## config.mk

```make
export PLATFORM = sky130hd
export DESIGN_NAME = mavg_settings
export DESIGN_NICKNAME = d
export VERILOG_FILES = /design/src/design/mavg_cfg_pkg.sv /design/src/design/mavg_settings.sv
export VERILOG_INCLUDE_DIRS = /design/src /design/src/design
export SDC_FILE = /design/constraint.sdc
export NUM_CORES = 1
export LEC_CHECK = 0
export BUFFER_PORTS_ARGS = -buffer_cell sky130_fd_sc_hd__buf_2
export CORE_UTILIZATION = 44
export DETAILED_ROUTE_END_ITERATION = 6
export PLACE_DENSITY = 0.9
export REMOVE_ABC_BUFFERS = 1
export SLEW_MARGIN = 20
export SYNTH_ARGS = -nofsm -noshare
export SYNTH_HDL_FRONTEND = slang
export SYNTH_SLANG_ARGS = --single-unit
```

## constraint.sdc

```tcl
create_clock -name ce_clk -period 2.6 [get_ports ce_clk]
set_input_delay 0.13 -clock ce_clk [delete_from_list [all_inputs] [get_ports ce_clk]]
set_output_delay 0.13 -clock ce_clk [all_outputs]
set_load 0.01 [all_outputs]
```

## src/design/mavg_consts.svh

```systemverilog
//--------------------------------------------------------------------------
// Constants for the moving-average block: settings addresses, data
// widths, readback filler and divider latency
//--------------------------------------------------------------------------
`ifndef MAVG_CONSTS_SVH
`define MAVG_CONSTS_SVH

// Settings bus addresses
`define MAVG_SR_SUM_LEN 8'd192
`define MAVG_SR_DIVISOR 8'd193

// Width of one I or Q part
`define MAVG_SAMPLE_W 16

// Width of a running sum and of the divisor
`define MAVG_SUM_W 24

// History depth is 2**8, so window lengths up to 255
`define MAVG_MAX_LEN_LOG2 8

// Divider start to done, in ce_clk cycles
`define MAVG_DIV_CYCLES 26

// Returned for readback addresses with no register
`define MAVG_RB_FILLER 32'h0BADC0DE

`endif

```

## src/design/mavg_cfg_pkg.sv

```systemverilog
//--------------------------------------------------------------------------
// Settings bus types and the two views of the settings data word
//--------------------------------------------------------------------------
`default_nettype none

`include "mavg_consts.svh"

package mavg_cfg_pkg;

  // Data word as seen by the window length register
  typedef struct packed {
    logic [31-`MAVG_MAX_LEN_LOG2:0] rsvd;
    logic [`MAVG_MAX_LEN_LOG2-1:0]  sum_len;
  } len_view_t;

  // Data word as seen by the divisor register
  typedef struct packed {
    logic [31-`MAVG_SUM_W:0] rsvd;
    logic [`MAVG_SUM_W-1:0]  divisor;
  } div_view_t;

  // One 32-bit word, decoded by address
  typedef union packed {
    len_view_t len;
    div_view_t div;
  } set_word_u;

  typedef struct packed {
    logic      stb;
    logic [7:0] addr;
    set_word_u data;
  } set_bus_t;

endpackage

`default_nettype wire

```

## src/design/mavg_settings.sv

```systemverilog
//--------------------------------------------------------------------------
// Window length and divisor registers, clear pulse, readback mux
//--------------------------------------------------------------------------
`timescale 1ns/1ps
`default_nettype none

`include "mavg_consts.svh"

module mavg_settings
  import mavg_cfg_pkg::*;
(
  input  wire logic                           ce_clk,
  input  wire logic                           i_arst_n,
  input  wire set_bus_t                       i_set,
  input  wire logic [7:0]                     i_rb_addr,
  output logic [31:0]                         o_rb_data,
  output logic [`MAVG_MAX_LEN_LOG2-1:0]       o_sum_len,
  output logic [`MAVG_SUM_W-1:0]              o_divisor,
  output logic                                o_len_clear
);

  logic                          len_wr;
  logic                          div_wr;
  logic [`MAVG_MAX_LEN_LOG2-1:0] sum_len_r;
  logic [`MAVG_SUM_W-1:0]        divisor_r;
  logic                          len_clear_r;

  assign len_wr = i_set.stb && (i_set.addr == `MAVG_SR_SUM_LEN);
  assign div_wr = i_set.stb && (i_set.addr == `MAVG_SR_DIVISOR);

  // New length and the clear pulse show up in the same cycle
  always_ff @(posedge ce_clk or negedge i_arst_n) begin
    if (!i_arst_n) begin
      sum_len_r   <= `MAVG_MAX_LEN_LOG2'(1);
      divisor_r   <= `MAVG_SUM_W'(1);
      len_clear_r <= 1'b0;
    end else begin
      len_clear_r <= len_wr;
      if (len_wr) begin
        sum_len_r <= i_set.data.len.sum_len;
      end
      if (div_wr) begin
        divisor_r <= i_set.data.div.divisor;
      end
    end
  end

  always_comb begin
    case (i_rb_addr)
      8'd0:    o_rb_data = {{(32-`MAVG_MAX_LEN_LOG2){1'b0}}, sum_len_r};
      8'd1:    o_rb_data = {{(32-`MAVG_SUM_W){1'b0}}, divisor_r};
      default: o_rb_data = `MAVG_RB_FILLER;
    endcase
  end

  assign o_sum_len   = sum_len_r;
  assign o_divisor   = divisor_r;
  assign o_len_clear = len_clear_r;

  // A zero window would never fill
  a_len_nonzero: assert property (@(posedge ce_clk) disable iff (!i_arst_n)
    len_clear_r |-> (sum_len_r != '0))
    else $error("window length written as 0");

endmodule

`default_nettype wire

```

# == Yosys cells after proc, flatten, opt, wreduce, memory -nomap -nowiden ==
# Index checks and enable logic that the tools add are counted.
# op_classes
div,0
n_eq_ne,3
n_bitwise,0
shifts,0
n_mux,1
addsub,0
mul,0
reduce_logical,3
order_cmp,0
# ops
op,count
one-hot mux 28 bit (2 select lines),1
"equality test 8 bit, second input constant",2
"equality test 8 x 1 -> 1 bit, second input constant",1
zero test 8 bit,1
logical AND 1 bit,2
# word_totals
n_memories,0
ramBits,0
rom_bits,0
ff_bits,33
latch_bits,0
wordCells,10
output_inout_bits,65
inputBits,51

# == Depth between registers and ports, before layout ==
# logic_depth
word_depth,2
depth_mapped,5
depth_no_buf,4

# == Least setup slack after synthesis ==
# No wires, ideal clock.
# synth_path
path_kind,input -> register
from,in i_set[33] (netlist bit)
to,reg divisor_r[10] (netlist: o_divisor[10])
slack_ps,931
path_buffers,2
t_arrival_ps,1544
required_ps,2475
path_stages,5
path_cell_list,or4_4 -> or3_1 -> buf_6 -> buf_12 -> mux2_4
# synth_via
elab_chain_cells,2
# synth_rtl
element,line,text
"start, declared",mavg_settings.sv:14,"input wire set_bus_t i_set,"
equality test 8 bit (no line),n/a,
logical AND 1 bit,mavg_settings.sv:29,assign div_wr = i_set.stb && (i_set.addr == `MAVG_SR_DIVISOR);
"end signal, assigned",mavg_settings.sv:35,divisor_r <= `MAVG_SUM_W'(1);
"end signal, assigned",mavg_settings.sv:43,divisor_r <= i_set.data.div.divisor;
"end, declared",mavg_settings.sv:25,logic [`MAVG_SUM_W-1:0] divisor_r;
# No other way between the ends.
# A chain may end at the register's enable or synchronous reset.

# == Worst setup path after layout ==
# layout_path
from,in i_rb_addr[7]
to,out o_rb_data[5]
# layout_via
elab_chain_cells,2
elab_cells_between_ends,3
cone_classes,1 x eq/ne; 1 x mux; 1 x reduce/logical
# layout_rtl
element,line,text
"start, declared",mavg_settings.sv:15,"input wire logic [7:0] i_rb_addr,"
equality test 8 x 1 -> 1 bit or zero test 8 bit (tied branches),mavg_settings.sv:49,case (i_rb_addr)
one-hot mux 28 bit (2 select lines) *,mavg_settings.sv:49,
"end, declared",mavg_settings.sv:16,"output logic [31:0] o_rb_data,"
# Every way passes the cells marked *; elsewhere a longest branch is shown, timed or not.

==> summary.txt <==
post-layout util = 0.621
Die X = 63.6 um
Max Buffers Root-to-Sink = 2
top-level I/O count = 116
cell count after synthesis = 129
RSZ-0062 raised after global routing = false
DRC = 0
HP Class = primary input to register
ranking of synthesized cells by area = dfrtp_1 (46%), mux2_4 (18%), mux2_2 (8.1%)
delay of the slowest critical-path stage = 430 ps
post-cts resize count = 0
Vias = 1337
flops & latches, synth = 33
Final Hold Fails = 0
Critical Path RT = 2470 ps
critical path peak fanout = 12
largest net degree at the start of global routing = 34
Worst Reg-to-Reg Cells = 1
Worst path slowest cell = and2_1
top-area cell type share of the netlist area = 0.464
reg-to-reg critical path endpoint = o_sum_len[1]
fraction of registers with async set/reset = 1.00
chip height = 63.6 um
Slew headroom = 0.528
Routed WL = 3610 um
Min Clock Period, post-route = 1660 ps
Area growth, synth to finish = 36.1%
initial core utilization = 0.456
Place WS = 742 ps
outcome = completed
Slew @ Worst Pin = 708 ps
Post-DP HPWL = 2570 um
H-tree levels = 2
first-pass GRT wire length = 5620 um
Final ANT Viol Nets = 0
I/O Buffers = 102
Final setup viols = 0
CTS buffer count = 5
synthesized area per cell = 12.9 um^2
antenna violations before repair = 0
Top FF cell, synth = dfrtp_1
TNS Setup = 0 ps
worst vdd ir = 0.360 mV
CP Data Arrival Time = 1530 ps
fin crit share = 0.637
Leak = 1.35 nW
Clock transition at path regs = 70 ps
max-slew violations = 0
maxcap violations = 0
drt wl/cell = 12.9 um
Cell Pwr Density = 514 mW/mm^2
Clock Skew = 0 ps
std cell rows = 22
total track usage = 0.187
routability cong. = 0.669
top cell type by total area after synthesis = dfrtp_1
Setup crit end kind = primary output
Antenna diodes = 0
total congestion overflow = 0
Ys Warns = 0
Clock Root Buffer = clkbuf_8
Post-synth EDFFs = 0
vias per cell = 4.79
Nets = 281
Crit Path Class = primary input to primary output
first-pass iteration count of the detailed router = 4
Max Clk Rate = 604 MHz
clock latency on the worst-skew pair = 280 ps
Core ar. = 0.00366 mm^2
hold worst-path end = o_divisor[17]
CTS sink cnt = 33
Mapped Area = 0.00167 mm^2
hold depth = 2
vias in the first global route = 1224
CP most frequent cell = buf_2
hold_sp = i_set[17]
setup ws final = 944 ps
crit-path cells = buf_2 -> nor4_1 -> and2_1 -> buf_4 -> inv_1 -> nor2_1 -> buf_2
die area = 0.00405 mm^2
Finished Cell Area = 0.00227 mm^2
r2r startpoint = o_sum_len[1]
r2r setup slk = 1810 ps
sequential area share after synthesis = 0.496
Initial DRC Count = 54
distinct cell type count after synthesis = 22
placed inst area = 0.00215 mm^2
CP Launch Type = primary input
CTS tree = built
share of cells above drive strength 1 = 0.641
==> sequential cells by signal, summed over array words and instances (netlist names) <==
signal       flops
o_divisor       24
o_sum_len        8
o_len_clear      1
==> stage by stage <==
step	total power, mW	hold slack (ps)	std cells
after floorplan	0.620	-166	118
after global placement	0.695	230	270
after detailed placement	0.700	235	270
after CTS	1.19	60.9	279
after global routing	1.23	58.3	279
final	1.17	75.8	279
==> critical path: cells and delay by family <==
family        cells  cell delay (ps)
simple gates      3              770
buf+inv           4              630
==> power by group <==
group / switching (mW) / internal, mW / total [mW]
combinational: 0.0605 / 0.0728 / 0.133
sequential: 0.0188 / 0.538 / 0.557
clock: 0.191 / 0.287 / 0.478
total: 0.271 / 0.898 / 1.17
==> how the worst max path moves through the flow <==
stage                 start       endpoint  slack [ps]  cells past startpoint
3_3_place_gp      i_set[33]   o_sum_len[2]         780                      4
6_report       i_rb_addr[7]   o_rb_data[5]         940                      7
4_1_cts        i_rb_addr[7]   o_rb_data[5]         910                      7
5_1_grt        i_rb_addr[7]   o_rb_data[5]         820                      7
2_1_floorplan     i_set[33]  o_divisor[10]         620                      3
3_5_place_dp      i_set[33]   o_sum_len[1]         740                      4
==> synthesized netlist by cell type (2+ instances only) <==
library cell	n
dfrtp_1	31
mux2_4	20
nand2_1	20
mux2_2	12
and3_1	9
mux2i_1	8
buf_4	7
clkbuf_1	4
buf_12	2
dfstp_2	2
inv_1	2
nor2_1	2
==> cell type report <==
class                      instances  area (um^2)
timing repair buffer             105          536
sequential                        33          828
multi-input combinational         83          727
clock buffer                       5         68.8
tap                               48         60.1
clock inverter                     3         46.3
fill                             298         1390
inverter                           2         7.51
==> routing by layer <==
metal | vias up | wire length, um | track usage | part of all wire
met2 | 71 | 1810 | 0.318 | 0.50
met5 | - | 0 | 0 | 0
met3 | 2 | 251 | 0.0580 | 0.070
met4 | 0 | 14 | 0.0682 | 0.0039
met1 | 634 | 1540 | 0.219 | 0.43
li1 | 630 | - | - | -
==> layout by cell type (no fill, tap or decap), types with 2 or more instances in the layout <==
cell and instances:
mux2_4 20, mux2i_1 8, dfstp_2 2, nor2_1 2
and3_1 9, buf_4 2, clkbuf_8 5, mux2_2 12
buf_2 102, dfrtp_1 31, nand2_1 20, inv_1 2
conb_1 5
==> repair_timing <==
action,4_1_cts,5_1_grt
endpoints found under the hold margin,31,0
setup buffers,0,0
hold buffers,1,0
==> cell families (layout without fill, tap and decap cells) <==
family                 count (synthesis)  after routing  synth area share
muxes                                 40             40             0.309
and+or+nand+nor                       38             38             0.115
other                                  1              5           0.00225
DFF                                   33             33             0.496
buffers and inverters                 17            115            0.0779
Note: power is estimated with default switching activity, not from simulation.
