`src/design/mavg_consts.svh`:
```
//--------------------------------------------------------------------------
// Constants for the moving-average block: settings addresses, data
// widths, readback filler and divider latency
//--------------------------------------------------------------------------
`ifndef MAVG_CONSTS_SVH
`define MAVG_CONSTS_SVH

// Settings bus addresses
`define MAVG_SR_SUM_LEN 8'd192
`define MAVG_SR_DIVISOR 8'd193

// Width of one I or Q part
`define MAVG_SAMPLE_W 16

// Width of a running sum and of the divisor
`define MAVG_SUM_W 24

// History depth is 2**8, so window lengths up to 255
`define MAVG_MAX_LEN_LOG2 8

// Divider start to done, in ce_clk cycles
`define MAVG_DIV_CYCLES 26

// Returned for readback addresses with no register
`define MAVG_RB_FILLER 32'h0BADC0DE

`endif

```
`src/design/mavg_data_pkg.sv`:
```
//--------------------------------------------------------------------------
// Sample, running sum and divider request/response types
//--------------------------------------------------------------------------
`default_nettype none

`include "mavg_consts.svh"

package mavg_data_pkg;

  // Complex baseband sample, I in the upper half
  typedef struct packed {
    logic signed [`MAVG_SAMPLE_W-1:0] i;
    logic signed [`MAVG_SAMPLE_W-1:0] q;
  } iq_sample_t;

  typedef logic signed [`MAVG_SUM_W-1:0] sum_t;

  // Operands are sampled in the start cycle only
  typedef struct packed {
    logic                   start;
    sum_t                   dividend;
    logic [`MAVG_SUM_W-1:0] divisor;
  } div_req_t;

  // Quotient is valid in the done cycle only
  typedef struct packed {
    logic                             done;
    logic signed [`MAVG_SAMPLE_W-1:0] quotient;
  } div_rsp_t;

endpackage

`default_nettype wire

```
`src/design/divide_sched.sv`:
```
//--------------------------------------------------------------------------
// Shares one divider between the I and Q sums, joins the quotients
//--------------------------------------------------------------------------
`timescale 1ns/1ps
`default_nettype none

`include "mavg_consts.svh"

module divide_sched
  import mavg_data_pkg::*;
(
  input  wire logic                   ce_clk,
  input  wire logic                   i_arst_n,
  input  wire logic                   i_isum_stb,
  input  wire sum_t                   i_isum,
  input  wire logic                   i_qsum_stb,
  input  wire sum_t                   i_qsum,
  input  wire logic [`MAVG_SUM_W-1:0] i_divisor,
  output div_req_t                    o_div_req,
  input  wire div_rsp_t               i_div_rsp,
  output logic                        o_out_stb,
  output iq_sample_t                  o_out_data
);

  localparam logic [1:0] ST_IDLE    = 2'd0;
  localparam logic [1:0] ST_GRANT_I = 2'd1;
  localparam logic [1:0] ST_GRANT_Q = 2'd2;
  localparam logic [1:0] ST_EMIT    = 2'd3;

  logic [1:0]             state;
  logic                   start_r;
  sum_t                   dividend_r;
  logic [`MAVG_SUM_W-1:0] divisor_r;
  sum_t                   qsum_r;
  iq_sample_t             out_r;

  // ------------------------------------------------------------------------
  // Grant FSM
  // ------------------------------------------------------------------------
  always_ff @(posedge ce_clk or negedge i_arst_n) begin
    if (!i_arst_n) begin
      state   <= ST_IDLE;
      start_r <= 1'b0;
    end else begin
      start_r <= 1'b0;
      case (state)
        ST_IDLE: begin
          if (i_isum_stb) begin
            start_r <= 1'b1;
            state   <= ST_GRANT_I;
          end
        end
        ST_GRANT_I: begin
          if (i_div_rsp.done) begin
            start_r <= 1'b1;
            state   <= ST_GRANT_Q;
          end
        end
        ST_GRANT_Q: begin
          if (i_div_rsp.done) begin
            state <= ST_EMIT;
          end
        end
        default: state <= ST_IDLE;
      endcase
    end
  end

  // Operands and quotients
  always_ff @(posedge ce_clk) begin
    if (state == ST_IDLE) begin
      if (i_isum_stb) begin
        dividend_r <= i_isum;
        // Same divisor for both parts of one sample
        divisor_r  <= i_divisor;
      end
      if (i_qsum_stb) begin
        qsum_r <= i_qsum;
      end
    end
    if (state == ST_GRANT_I && i_div_rsp.done) begin
      out_r.i    <= i_div_rsp.quotient;
      dividend_r <= qsum_r;
    end
    if (state == ST_GRANT_Q && i_div_rsp.done) begin
      out_r.q <= i_div_rsp.quotient;
    end
  end

  assign o_div_req  = '{start: start_r, dividend: dividend_r, divisor: divisor_r};
  assign o_out_stb  = (state == ST_EMIT);
  assign o_out_data = out_r;

  // No back-pressure upstream, so a busy scheduler loses the sample
  a_sum_while_busy: assert property (@(posedge ce_clk) disable iff (!i_arst_n)
    (i_isum_stb || i_qsum_stb) |-> (state == ST_IDLE))
    else $error("sum strobe while divider is shared out, sample dropped");

endmodule

`default_nettype wire

```
`config.mk`:
```
export PLATFORM = sky130hd
export DESIGN_NAME = divide_sched
export DESIGN_NICKNAME = d
export VERILOG_FILES = /design/src/design/mavg_data_pkg.sv /design/src/design/divide_sched.sv
export VERILOG_INCLUDE_DIRS = /design/src /design/src/design
export SDC_FILE = /design/constraint.sdc
export NUM_CORES = 1
export LEC_CHECK = 0
export BUFFER_PORTS_ARGS = -buffer_cell sky130_fd_sc_hd__buf_2
export CAP_MARGIN = 40
export CORE_UTILIZATION = 35
export CTS_CLUSTER_SIZE = 8
export DETAILED_ROUTE_END_ITERATION = 8
export MAX_ROUTING_LAYER = met4
export PLACE_DENSITY = 0.7
export RECOVER_POWER = 50
export SLEW_MARGIN = 40
export SYNTH_ARGS = -nofsm -noshare
export SYNTH_HDL_FRONTEND = slang
export SYNTH_SLANG_ARGS = --single-unit
```
`constraint.sdc`:
```
create_clock -name ce_clk -period 2.3 [get_ports ce_clk]
set_input_delay 0.115 -clock ce_clk [delete_from_list [all_inputs] [get_ports ce_clk]]
set_output_delay 0.115 -clock ce_clk [all_outputs]
set_load 0.05 [all_outputs]
```
Yosys cells after proc, flatten, opt, wreduce, memory -nomap -nowiden:

Index checks and enable logic that the tools add are counted.

* eq/ne operators: 6
* muxes and demuxes: 10
* reduce and logical (&&, ||, !) cells: 9

Operator list (count)
* 24-bit two-way mux: 3
* 2-bit two-way mux: 3
* 2-bit inequality test (second input constant): 3
* 2-bit one-hot mux with 3 select lines: 1
* 2-bit AND reduction: 3
* 2-bit == test (second input constant): 2
* 2-bit nonzero test: 2
* 3-bit AND reduction: 1
* 2-bit by 1-bit == test with 1-bit output (second input constant): 1
* 1-bit logical AND: 2
* 2-bit zero test: 1
* 1-bit two-way mux: 2
* 1-bit one-hot mux with 2 select lines: 1

* flip-flop bits (word level): 107

Logic depth before layout (Yosys ltp):

* depth after elaboration: 4
* mapped depth: 5

Worst setup path after synthesis:

OpenSTA, ideal clock, no wires.

* path type: flip-flop to flip-flop
* from: reg state[1]
* to: reg dividend_r[0], enable pin
* library setup time: 381 ps
* data arrival time: 1507 ps
* data required time: 1919 ps
* setup slack: 412 ps
* stages on the path, launching flop included: 6
* buffers on the path: 1
* path through: dfrtp_1 -> inv_1 -> ha_1 -> nand2_4 -> buf_6 -> nand2_1

* word-level cells in the longest chain between the ends: 4
* elaborated cells on any way between the ends: 6
* those cells by class: eq/ne: 1; reduce/logical: 5

RTL lines
* start: declaration: RTL line divide_sched.sv:30 `logic [1:0] state;`
* start signal: assignment: RTL line divide_sched.sv:42 `state <= ST_IDLE;`
* start signal: assignment: RTL line divide_sched.sv:50 `state <= ST_GRANT_I;`
* start signal: assignment: RTL line divide_sched.sv:56 `state <= ST_GRANT_Q;`
* 2-bit by 1-bit == test with 1-bit output: RTL line divide_sched.sv:81 `if (state == ST_GRANT_I && i_div_rsp.done) begin`
* 1-bit logical AND: RTL line divide_sched.sv:81
* 2-bit nonzero test (no line)
* 2-bit AND reduction (no line) (*)
* end signal: assignment: RTL line divide_sched.sv:73 `dividend_r <= i_isum;`
* end signal: assignment: RTL line divide_sched.sv:83 `dividend_r <= qsum_r;`
* end: declaration: RTL line divide_sched.sv:32 `sum_t dividend_r;`

Every way passes the cells marked *; elsewhere a longest branch is shown, timed or not.
A chain may end at the register's enable or synchronous reset.

Worst setup path after layout:

* from: reg state[1]
* to: reg dividend_r[14], enable pin

The elaborated chain is that of the path after synthesis.

==> out/qor.yml <==
report.final.hold_viol_count: 0
crit_chain: "inv_1, ha_1, nand2_4, nand2_1, buf_4"
hp-class: "in -> reg"
yosys.cell_count.top_type: "edfxtp_1"
worst_pin_slew_ns: 0.649
clkTransAtPathRegs_ns: 0.09
start_util_pct: 36.2
area_growth_pct: 47.5
drtAntennaViolNets: 0
max_slew_margin_pct: 56.9
rsz0062_at_grt: "false"
fin_crit_ns: 1.87
outcome: "finished clean"
die_w_um: 105
drtIter0Drc: 81
antennaDiodeCount: 0
max_freq_ghz: 0.536
maxSlewViolCount: 0
syn-cell-area_um2: 3740
grt_pass1_wl_um: 12000
grt_overflow: 0
die_h_um: 105
crit-reg2reg-launch: "state[1]$_DFFE_PN0P_"
pin_count: 175
cts_tree: "done"
fin_nets: 508
critPathMaxStageDelay_ns: 0.43
r2r_cells: 5
dr.pass1.iters: 4
die_area_um2: 11100
seq_area_frac_synth_pct: 85.6
wirelength_um: 8240
drive_above_1_share_pct: 33.1
seqCellArea_um2: 3200
wl_per_cell_um: 15.0
root_buffer: "clkbuf_8"
core_area_um2: 10300
h-tree-depth: 3
grt_pass1_vias: 2415
grt_max_degree: 28
avgSynthCellArea_um2: 23.8
cp_max_fo: 27
swShare_pct: 38.3
yosysUniqueCellTypes: 16
critPathSlowestCell: "dfrtp_1"
io_buffers: 174
endpoint: "dividend_r[14]$_DFFE_PP_"
async_flop_share_pct: 2.80
num_vias: 2307
grt_usage_pct: 15.4
total_power_mw: 5.85
clock-sinks: 107
switching_power_mw: 2.24
cp_data_required_time_ns: 2.33
finalSetupViolCount: 0
ys_warn_count: 0
ff2ff_setup_slack_ns: 0.43
pwr-share-seq_pct: 47.5
fin_crit_sh_pct: 81.1
r2r-end: "dividend_r[14]$_DFFE_PP_"
maxCapViolCount: 0
cts_buffers: 9
synth_top_cell_area_share_pct: 83.6
synth_edf_count: 104
gp_congestion: 0.769
critPathKind: "reg -> reg"
synth_seq_cells: 107
synth.largest_area_cell: "edfxtp_1"
vdd_drop_max_mv: 0.359
min_from: "i_isum[10]"
setup-tns-final_ns: 0
skew_ns: 0.0133
synth_fp_nets: 256
pwr-share-comb_pct: 34.8
power.leakage_nw: 2.15
nFillCells: 875
synth_common_cells: "104 x edfxtp_1, 17 x mux2_4, 8 x mux2_2"
synth_area_leaders: "edfxtp_1 84%, mux2_4 6.8%, mux2_2 2.4%"
syn_inst: 157
ys.flop_type: "edfxtp_1"
num_rows: 37
crit_path_start: "state[1]$_DFFE_PN0P_"
p_per_area_nw_per_um2: 1060
multi_input_comb_area_um2: 494
antenna_found_initial: 0
postCtsSetupBuffers: 0
internal_power_mw: 3.61
drcViolationCount: 0
cts_buffer_depth: 2
startpoint_type: "flip-flop"
vias_per_cell: 4.19
end_kind: "flip-flop"
arrival_ns: 1.89
clock_latency_ns: 0.36
pwr-share-clk_pct: 17.7
-- critical path: cells and delay by family, from the launching register on --
kind	cells	cell delay, ns
flops	1	0.43
buf+inv	2	0.43
simple gates	2	0.43
fa+ha+maj	1	0.24
-- through the flow --
step                      util (%)  instance area, µm²  cells  hold slack (ns)  setup WS [ns]
final                         53.4                5510    550           0.0506          0.434
after global routing          53.4                5510    550           0.0365          0.295
after CTS                     54.4                5610    550           0.0277          0.399
after detailed placement      46.4                4790    469          -0.0784          0.441
after global placement        46.4                4790    469          -0.0802          0.490
after floorplan                  -                3740    157           -0.181          0.412
-- logic make-up (layout without fill, tap and decap cells) --
group / count (synthesis) / after routing / synth area share [%]
buffers and inverters: 7 / 264 / 1.21
flip-flops: 107 / 107 / 85.6
multiplexers: 26 / 26 / 9.51
AO/OA/AOI/OAI: 3 / 3 / 0.502
adder cells (fa/ha/maj): 6 / 6 / 2.01
AND/OR/NAND/NOR: 8 / 8 / 1.21
-- flip-flops by register name, summed over array words and instances (netlist names) --
name and cells:
start_r 1, state 2, o_out_data 32, divisor_r 24, qsum_r 24, dividend_r 24
-- cell type report --
| class | instances | share of cell area [%] |
|---|---|---|
| sequential | 107 | 58.0 |
| timing repair buffer | 244 | 26.5 |
| multi-input combinational | 43 | 8.97 |
| tap | 136 | 3.09 |
| clock buffer | 15 | 3.02 |
| inverter | 4 | 0.272 |
| clock inverter | 1 | 0.159 |
-- metal layers --
metal / vias to the layer above / global-route usage (%) / wire (µm)
met5: - / - / 0
met4: 0 / 9.56 / 265
met3: 22 / 2.78 / 403
met2: 83 / 26.5 / 4420
met1: 1093 / 16.5 / 3150
li1: 1109 / - / -
-- what timing repair did --
action,CTS,global route
hold buffers,65,0
setup endpoints to repair,0,0
endpoints found under the hold margin,83,0
gates resized for setup,0,0
-- power groups by stage --
stage	clock (mW)	combinational, mW	sequential, mW
3_3_place_gp	0	2.00	2.80
4_1_cts	1.08	2.13	2.77
5_1_grt	1.14	2.14	2.82
3_5_place_dp	0	2.03	2.82
6_report	1.03	2.04	2.78
2_1_floorplan	0	0.568	3.79
-- worst min-delay path by stage --
stage | endpoint | slack (ns) | cells after the start
2_1_floorplan | start_r$_DFF_PN0_ | -0.18 | 0
3_3_place_gp | state[0]$_DFFE_PN0P_ | -0.08 | 1
3_5_place_dp | state[1]$_DFFE_PN0P_ | -0.08 | 1
4_1_cts | dividend_r[10]$_DFFE_PP_ | 0.03 | 2
5_1_grt | dividend_r[5]$_DFFE_PP_ | 0.04 | 2
6_report | dividend_r[10]$_DFFE_PP_ | 0.05 | 2
-- cells in the final DEF, fill, tap and decap left out, drive strengths merged --
cell type,count
o21bai,1
mux2i,1
clkinv,1
mux2,25
o21ai,1
buf,99
ha,6
and2,3
dfrtp,3
o22ai,1
nand2,4
clkbuf,95
nor2,1
inv,4
edfxtp,104
dlygate4sd3,65
No activity file was read; power rests on OpenSTA's default activity.
