--- src/design/mavg_consts.svh ---
//--------------------------------------------------------------------------
// Constants for the moving-average block: settings addresses, data
// widths, readback filler and divider latency
//--------------------------------------------------------------------------
`ifndef MAVG_CONSTS_SVH
`define MAVG_CONSTS_SVH

// Settings bus addresses
`define MAVG_SR_SUM_LEN 8'd192
`define MAVG_SR_DIVISOR 8'd193

// Width of one I or Q part
`define MAVG_SAMPLE_W 16

// Width of a running sum and of the divisor
`define MAVG_SUM_W 24

// History depth is 2**8, so window lengths up to 255
`define MAVG_MAX_LEN_LOG2 8

// Divider start to done, in ce_clk cycles
`define MAVG_DIV_CYCLES 26

// Returned for readback addresses with no register
`define MAVG_RB_FILLER 32'h0BADC0DE

`endif

--- src/design/mavg_data_pkg.sv ---
//--------------------------------------------------------------------------
// Sample, running sum and divider request/response types
//--------------------------------------------------------------------------
`default_nettype none

`include "mavg_consts.svh"

package mavg_data_pkg;

  // Complex baseband sample, I in the upper half
  typedef struct packed {
    logic signed [`MAVG_SAMPLE_W-1:0] i;
    logic signed [`MAVG_SAMPLE_W-1:0] q;
  } iq_sample_t;

  typedef logic signed [`MAVG_SUM_W-1:0] sum_t;

  // Operands are sampled in the start cycle only
  typedef struct packed {
    logic                   start;
    sum_t                   dividend;
    logic [`MAVG_SUM_W-1:0] divisor;
  } div_req_t;

  // Quotient is valid in the done cycle only
  typedef struct packed {
    logic                             done;
    logic signed [`MAVG_SAMPLE_W-1:0] quotient;
  } div_rsp_t;

endpackage

`default_nettype wire

--- src/design/moving_sum.sv ---
//--------------------------------------------------------------------------
// Windowed running sum of one signed sample stream
//--------------------------------------------------------------------------
`timescale 1ns/1ps
`default_nettype none

`include "mavg_consts.svh"

module moving_sum
  import mavg_data_pkg::*;
(
  input  wire logic                              ce_clk,
  input  wire logic                              i_arst_n,
  input  wire logic                              i_clear,
  input  wire logic [`MAVG_MAX_LEN_LOG2-1:0]     i_len,
  input  wire logic                              i_stb,
  input  wire logic signed [`MAVG_SAMPLE_W-1:0]  i_data,
  output logic                                   o_stb,
  output sum_t                                   o_sum
);

  localparam int LW    = `MAVG_MAX_LEN_LOG2;
  localparam int DEPTH = 1 << LW;

  logic signed [`MAVG_SAMPLE_W-1:0] hist_mem [DEPTH];

  logic [LW-1:0] wr_ptr;
  logic [LW-1:0] rd_ptr;
  logic [LW-1:0] fill_cnt;
  logic          full;
  logic          stb_r;
  sum_t          sum_r;
  sum_t          add_val;
  sum_t          sub_val;
  sum_t          sum_nxt;

  // Oldest sample still inside the window
  assign rd_ptr = wr_ptr - i_len;
  assign full   = (fill_cnt == i_len);

  always_comb begin
    add_val = sum_t'(i_data);
    sub_val = full ? sum_t'(hist_mem[rd_ptr]) : '0;
    // After a clear the new sample starts a fresh window
    sum_nxt = i_clear ? add_val : sum_r + add_val - sub_val;
  end

  always_ff @(posedge ce_clk) begin
    if (i_stb) begin
      hist_mem[wr_ptr] <= i_data;
    end
  end

  always_ff @(posedge ce_clk or negedge i_arst_n) begin
    if (!i_arst_n) begin
      stb_r    <= 1'b0;
      wr_ptr   <= '0;
      fill_cnt <= '0;
      sum_r    <= '0;
    end else begin
      stb_r <= i_stb;
      if (i_stb) begin
        wr_ptr <= wr_ptr + 1'b1;
        sum_r  <= sum_nxt;
        if (i_clear) begin
          fill_cnt <= LW'(1);
        end else if (!full) begin
          fill_cnt <= fill_cnt + 1'b1;
        end
      end else if (i_clear) begin
        sum_r    <= '0;
        fill_cnt <= '0;
      end
    end
  end

  assign o_stb = stb_r;
  assign o_sum = sum_r;

  // Length can only shrink together with a clear
  a_fill_in_window: assert property (@(posedge ce_clk) disable iff (!i_arst_n)
    !i_clear |-> (fill_cnt <= i_len))
    else $error("fill count %0d above window length %0d", fill_cnt, i_len);

endmodule

`default_nettype wire

--- config.mk ---
export PLATFORM = sky130hd
export DESIGN_NAME = moving_sum
export DESIGN_NICKNAME = d
export VERILOG_FILES = /design/src/design/mavg_data_pkg.sv /design/src/design/moving_sum.sv
export VERILOG_INCLUDE_DIRS = /design/src /design/src/design
export SDC_FILE = /design/constraint.sdc
export NUM_CORES = 2
export LEC_CHECK = 0
export BUFFER_PORTS_ARGS = -buffer_cell sky130_fd_sc_hd__buf_2
export CAP_MARGIN = 15
export CORE_MARGIN = 2
export CORE_UTILIZATION = 50
export CTS_CLUSTER_DIAMETER = 30
export DETAILED_ROUTE_END_ITERATION = 7
export PLACE_DENSITY = 0.65
export SYNTH_ARGS = -nofsm -noshare
export SYNTH_HDL_FRONTEND = slang
export SYNTH_SLANG_ARGS = --single-unit
--- constraint.sdc ---
create_clock -name ce_clk -period 8.15 [get_ports ce_clk]
set_input_delay 0.815 -clock ce_clk [delete_from_list [all_inputs] [get_ports ce_clk]]
set_output_delay 0.815 -clock ce_clk [all_outputs]
set_load 0.005 [all_outputs]
# Word-level counts from Yosys, hierarchy flattened
# Memory sizes are Yosys's and may differ from the RTL's.
# Index checks and enable logic that the tools add are counted.
[classes]
add_sub_neg = 5
n_eq_ne = 2
mux = 10
n_reduce_logical = 2
[ops]
columns = ["op", "n"]
rows = [
  ["24-bit 2-to-1 mux", 4],
  ["8-bit 2-to-1 mux", 4],
  ["24-bit by 16-bit adder with 24-bit output", 1],
  ["24-bit subtractor", 1],
  ["8-bit by 1-bit adder with 8-bit output, second input constant", 2],
  ["8-bit equality test", 1],
  ["8-bit subtractor", 1],
  ["1-bit 2-to-1 mux", 2],
  ["2-bit != test, second input constant", 1],
  ["2-bit AND reduction", 1],
  ["2-bit nonzero test", 1],
]
[word_totals]
ff_bits = 41
ram_bits = 4096
inputBits = 28
out_inout_bits = 25
word_cells = 24
n_memories = 1
[memory_table]
columns = ["memory", "words", "width", "read_ports", "rd_ports_with_merged_regs", "wr", "line", "source"]
rows = [
  ["hist_mem", 256, 16, 1, 0, 1, "moving_sum.sv:25", "logic signed [`MAVG_SAMPLE_W-1:0] hist_mem [DEPTH];"],
]

# Logic depth before layout (Yosys ltp)
# An unclocked memory read counts as a cell.
[depth]
word_depth = 6
depth_mapped = 29
ltp_nobuf = 25

# Worst setup path after synthesis
# OpenSTA, ideal clock, no wires.
[synth_path]
path_kind = "input to register"
start = "in i_len[0]"
end = "reg sum_r[23] (netlist: o_sum[23])"
setup_ps = 69
arrival_ps = 6478
required_time_ps = 8081
slack_ps = 1603
cell_stages = 25
n_path_buf = 5
cell_sequence = "ha_1 -> fa_1 -> buf_2 -> buf_2 -> buf_1 -> clkbuf_1 -> mux4_2 -> a211oi_1 -> a311oi_1 -> a211oi_1 -> a21oi_1 -> a221o_1 -> fa_1 -> inv_1 -> ha_1 -> clkbuf_1 -> a21o_1 -> a21o_1 -> a21o_1 -> or3_1 -> a31o_2 -> a31oi_1 -> o21ai_0 -> or4_1 -> nand3_1"
[synth_via]
elab_chain_len = 6
elab_cells_between_ends = 7
classes_between = "add/sub (2); eq/ne (1); mux (3); memory (1)"
[synth_lines]
columns = ["element", "line", "source"]
rows = [
  ["start, declared", "moving_sum.sv:15", "input wire logic [`MAVG_MAX_LEN_LOG2-1:0] i_len,"],
  ["8-bit subtractor", "moving_sum.sv:38", "assign rd_ptr = wr_ptr - i_len;"],
  ["memory read 256 x 16 bit", "--", ""],
  ["24-bit 2-to-1 mux (*)", "moving_sum.sv:43", "sub_val = full ? sum_t'(hist_mem[rd_ptr]) : '0;"],
  ["24-bit subtractor (*)", "moving_sum.sv:45", "sum_nxt = i_clear ? add_val : sum_r + add_val - sub_val;"],
  ["24-bit 2-to-1 mux (*)", "moving_sum.sv:45", ""],
  ["24-bit 2-to-1 mux (*)", "moving_sum.sv:62", "if (i_stb) begin"],
  ["end signal, assigned", "moving_sum.sv:64", "sum_r <= sum_nxt;"],
  ["end, declared", "moving_sum.sv:32", "sum_t sum_r;"],
]
# Mark *: on every way between the ends. The rest lies on a longest branch, timed or not.
# A chain may end at the register's enable or synchronous reset.

# Worst setup path in the final report
[layout_path]
start = "reg wr_ptr[0]"
end = "reg sum_r[23] (netlist: o_sum[23])"
[layout_via]
elab_chain_len = 6
[layout_lines]
columns = ["element", "line", "source"]
rows = [
  ["start, declared", "moving_sum.sv:27", "logic [LW-1:0] wr_ptr;"],
  ["start signal, assigned", "moving_sum.sv:63", "wr_ptr <= wr_ptr + 1'b1;"],
  ["8-bit subtractor", "moving_sum.sv:38", ""],
  ["memory read 256 x 16 bit", "--", ""],
  ["24-bit 2-to-1 mux", "moving_sum.sv:43", ""],
  ["24-bit subtractor", "moving_sum.sv:45", ""],
  ["24-bit 2-to-1 mux", "moving_sum.sv:45", ""],
  ["24-bit 2-to-1 mux", "moving_sum.sv:62", ""],
]
# Every way passes these cells.

==> metrics.yaml <==
dpl.hpwl_um: 247000
grt_pass1_wl_um: 604000
status: "complete, no violations"
wl_um: 423000
holdPathEnd: "hist_mem[201][9]"
synth_area_leaders: "edfxtp_1, mux4_2, nand2_1"
hp-start: "i_data[9]"
ys_ff_latch: 4137
num_rows: 208
hold_class: "in2reg"
viasPerCell: 6.20
report.power.total_mw: 81.6
max_stage_delay_ns: 1.01
async_flop_share_pct: 0.991
ys_top_cells_by_count: "edfxtp_1, mux4_2, nand2_1"
ys_types: 53
wire_per_inst_um: 32.6
cts_resized: 0
synth-simple-area-share_pct: 1.93
cts_setup_buffers: 0
regToRegStartpoint: "wr_ptr[0]"
grt_setup_unrepaired: "false"
grt_remaining_overflow: 0
core_um2: 321000
r2r_end: "o_sum[23]"
synth_compound_area_share_pct: 1.15
path_clk_slew_ns: 0.05
synth_top_family_by_area: "multiplexers"
synth_top_area_share_pct: 76.1
maxSlewHeadroom_pct: 17.5
finalSetupTns_ns: 0
reg2reg_depth: 25
start_kind: "flip-flop"
dieWidth_um: 572
num_vias: 80546
utilization_pct: 60.8
yosysMostFrequentCell: "edfxtp_1"
syn_inst: 7167
hold_viol_final: 0
synth_top_flop_cell: "edfxtp_1"
grt_max_degree: 153
crit_fanout: 15
ant_nets: 0
grt_usage_pct: 26.0
initial_core_util_pct: 50.3
cts_max_path_buffers: 4
power_per_cell_area_nw_per_um2: 417
min_path_cells: 1
cts_buffers: 704
synthAdderAreaFrac_pct: 0.592
yosysSeqAreaShare_pct: 76.8
crit_top_cell: "buf_12"
first_global_vias: 81671
fin_crit_sh_pct: 93.0
endpoint_kind: "flip-flop"
synth_area_um2: 162000
first_pass_iters: 6
max_cap_viol_count: 0
holdBufCountCts: 1
irDropWorstVdd_uv: 381
synth_area_leader_cell: "edfxtp_1"
drive_gt1_share_pct: 35.7
holdWs_ns: 0.0766
critPathArrivalTime_ns: 8.55
die_h_um: 572
clock_skew_ns: 0.0636
io_buffers: 52
required_ns: 9.12
gp_congestion: 0.888
cts_max_level: 6
drc: 0
tightestPinTransition_ns: 1.24
r2r_setup_slack_ns: 0.57
synth_fp_nets: 7257
finalMaxSlewViolations: 0
crit_type: "reg2reg"
antenna_found_initial: 12
cts_tree: "yes"
insertion_delay_ns: 1.06
clkSinkCount: 4137
critPathSlowestCell: "fa_4"
postSynthAreaPerCell_um2: 22.5
synth_edf_count: 4096
p_leak_nw: 64.0
drt_iter0_markers: 10792
ios: 53
yosys_warnings: 0
dieArea_um2: 328000
synthXorXnorAreaFrac_pct: 0.269
finalSetupViolCount: 0
final_nets: 8177
muxShareOfSynthArea_pct: 17.9
period_needed_ns: 7.58
cts_root_buf: "clkbuf_16"
fmax_mhz: 132
area_growth_pct: 21.0
==> power breakdown <==
part	switching (mW)	internal [mW]	leakage [nW]
registers	0.185	23.7	37.3
clock network	10.7	19.5	11.8
logic	15.4	12.1	14.9
==> cell families after synthesis <==
kind of cell	after synthesis
flops	4137
mux	1372
simple gates	766
buf+inv	495
compound gates	287
fa+ha+maj	62
xor+xnor	48
==> per-layer routing <==
metal / wire length, um / global-route usage (%)
met1: 164000 / 36.6
met2: 205000 / 40.9
met3: 39000 / 4.85
met4: 15600 / 9.78
met5: 21 / 0
==> worst max path at each step <==
stage	cells after the start	slack, ns	to	start
final	25	0.57	o_sum[23]	wr_ptr[0]
after global routing	25	0.37	o_sum[23]	wr_ptr[0]
after global placement	24	0.31	o_sum[23]	i_len[0]
after CTS	24	0.69	o_sum[23]	wr_ptr[0]
after detailed placement	24	0.40	o_sum[23]	i_len[0]
after floorplan	25	1.60	o_sum[23]	i_len[0]
==> sequential cells by signal (all words and copies together), names as in the netlist <==
signal    flops
o_stb         1
o_sum        24
hist_mem   4096
wr_ptr        8
fill_cnt      8
==> layout make-up <==
class | instances | area (um^2)
Tap cell | 4305 | 5390
Timing Repair Buffer | 611 | 5620
Antenna cell | 5 | 12.5
Fill cell | 21725 | 126000
Sequential cell | 4137 | 124000
Clock buffer | 786 | 18100
Multi-Input combinational cell | 2535 | 35600
Inverter | 98 | 368
Clock inverter | 519 | 6510
==> per-stage QoR <==
stage / area [um^2] / std cells / setup slack (ns)
finish: 196000 / 12996 / 0.572
global placement: 171000 / 11665 / 0.310
floorplan: 162000 / 7167 / 1.60
global route: 196000 / 12993 / 0.374
detailed placement: 171000 / 11673 / 0.403
CTS: 195000 / 12979 / 0.690
==> worst max-delay path, delay by kind of cell (launching register included) <==
family	cells	cell delay (ns)
adders and majority gates	4	1.96
AOI/OAI and AO/OA	6	1.77
buffers and inverters	6	1.18
and+or+nand+nor	6	1.16
muxes	3	0.98
DFF	1	0.42
==> layout by cell type (no fill, tap or decap), types with 41 or more instances in the layout <==
cell type   instances
a21oi_1            76
buf_12             65
buf_4             473
bufinv_16         104
clkbuf_1           70
clkbuf_16         709
clkinv_1           77
clkinv_2           86
clkinv_4           50
clkinvlp_4         74
dfrtp_1            41
edfxtp_1         4096
inv_1              98
inv_6              72
mux2_2             44
mux2i_1           120
mux4_2           1208
nand2_1           341
nand3_1            43
nor2_1            244
nor2_2             52
o211ai_1           71
o21ai_0            54
Note: power is estimated with default switching activity, not from simulation.
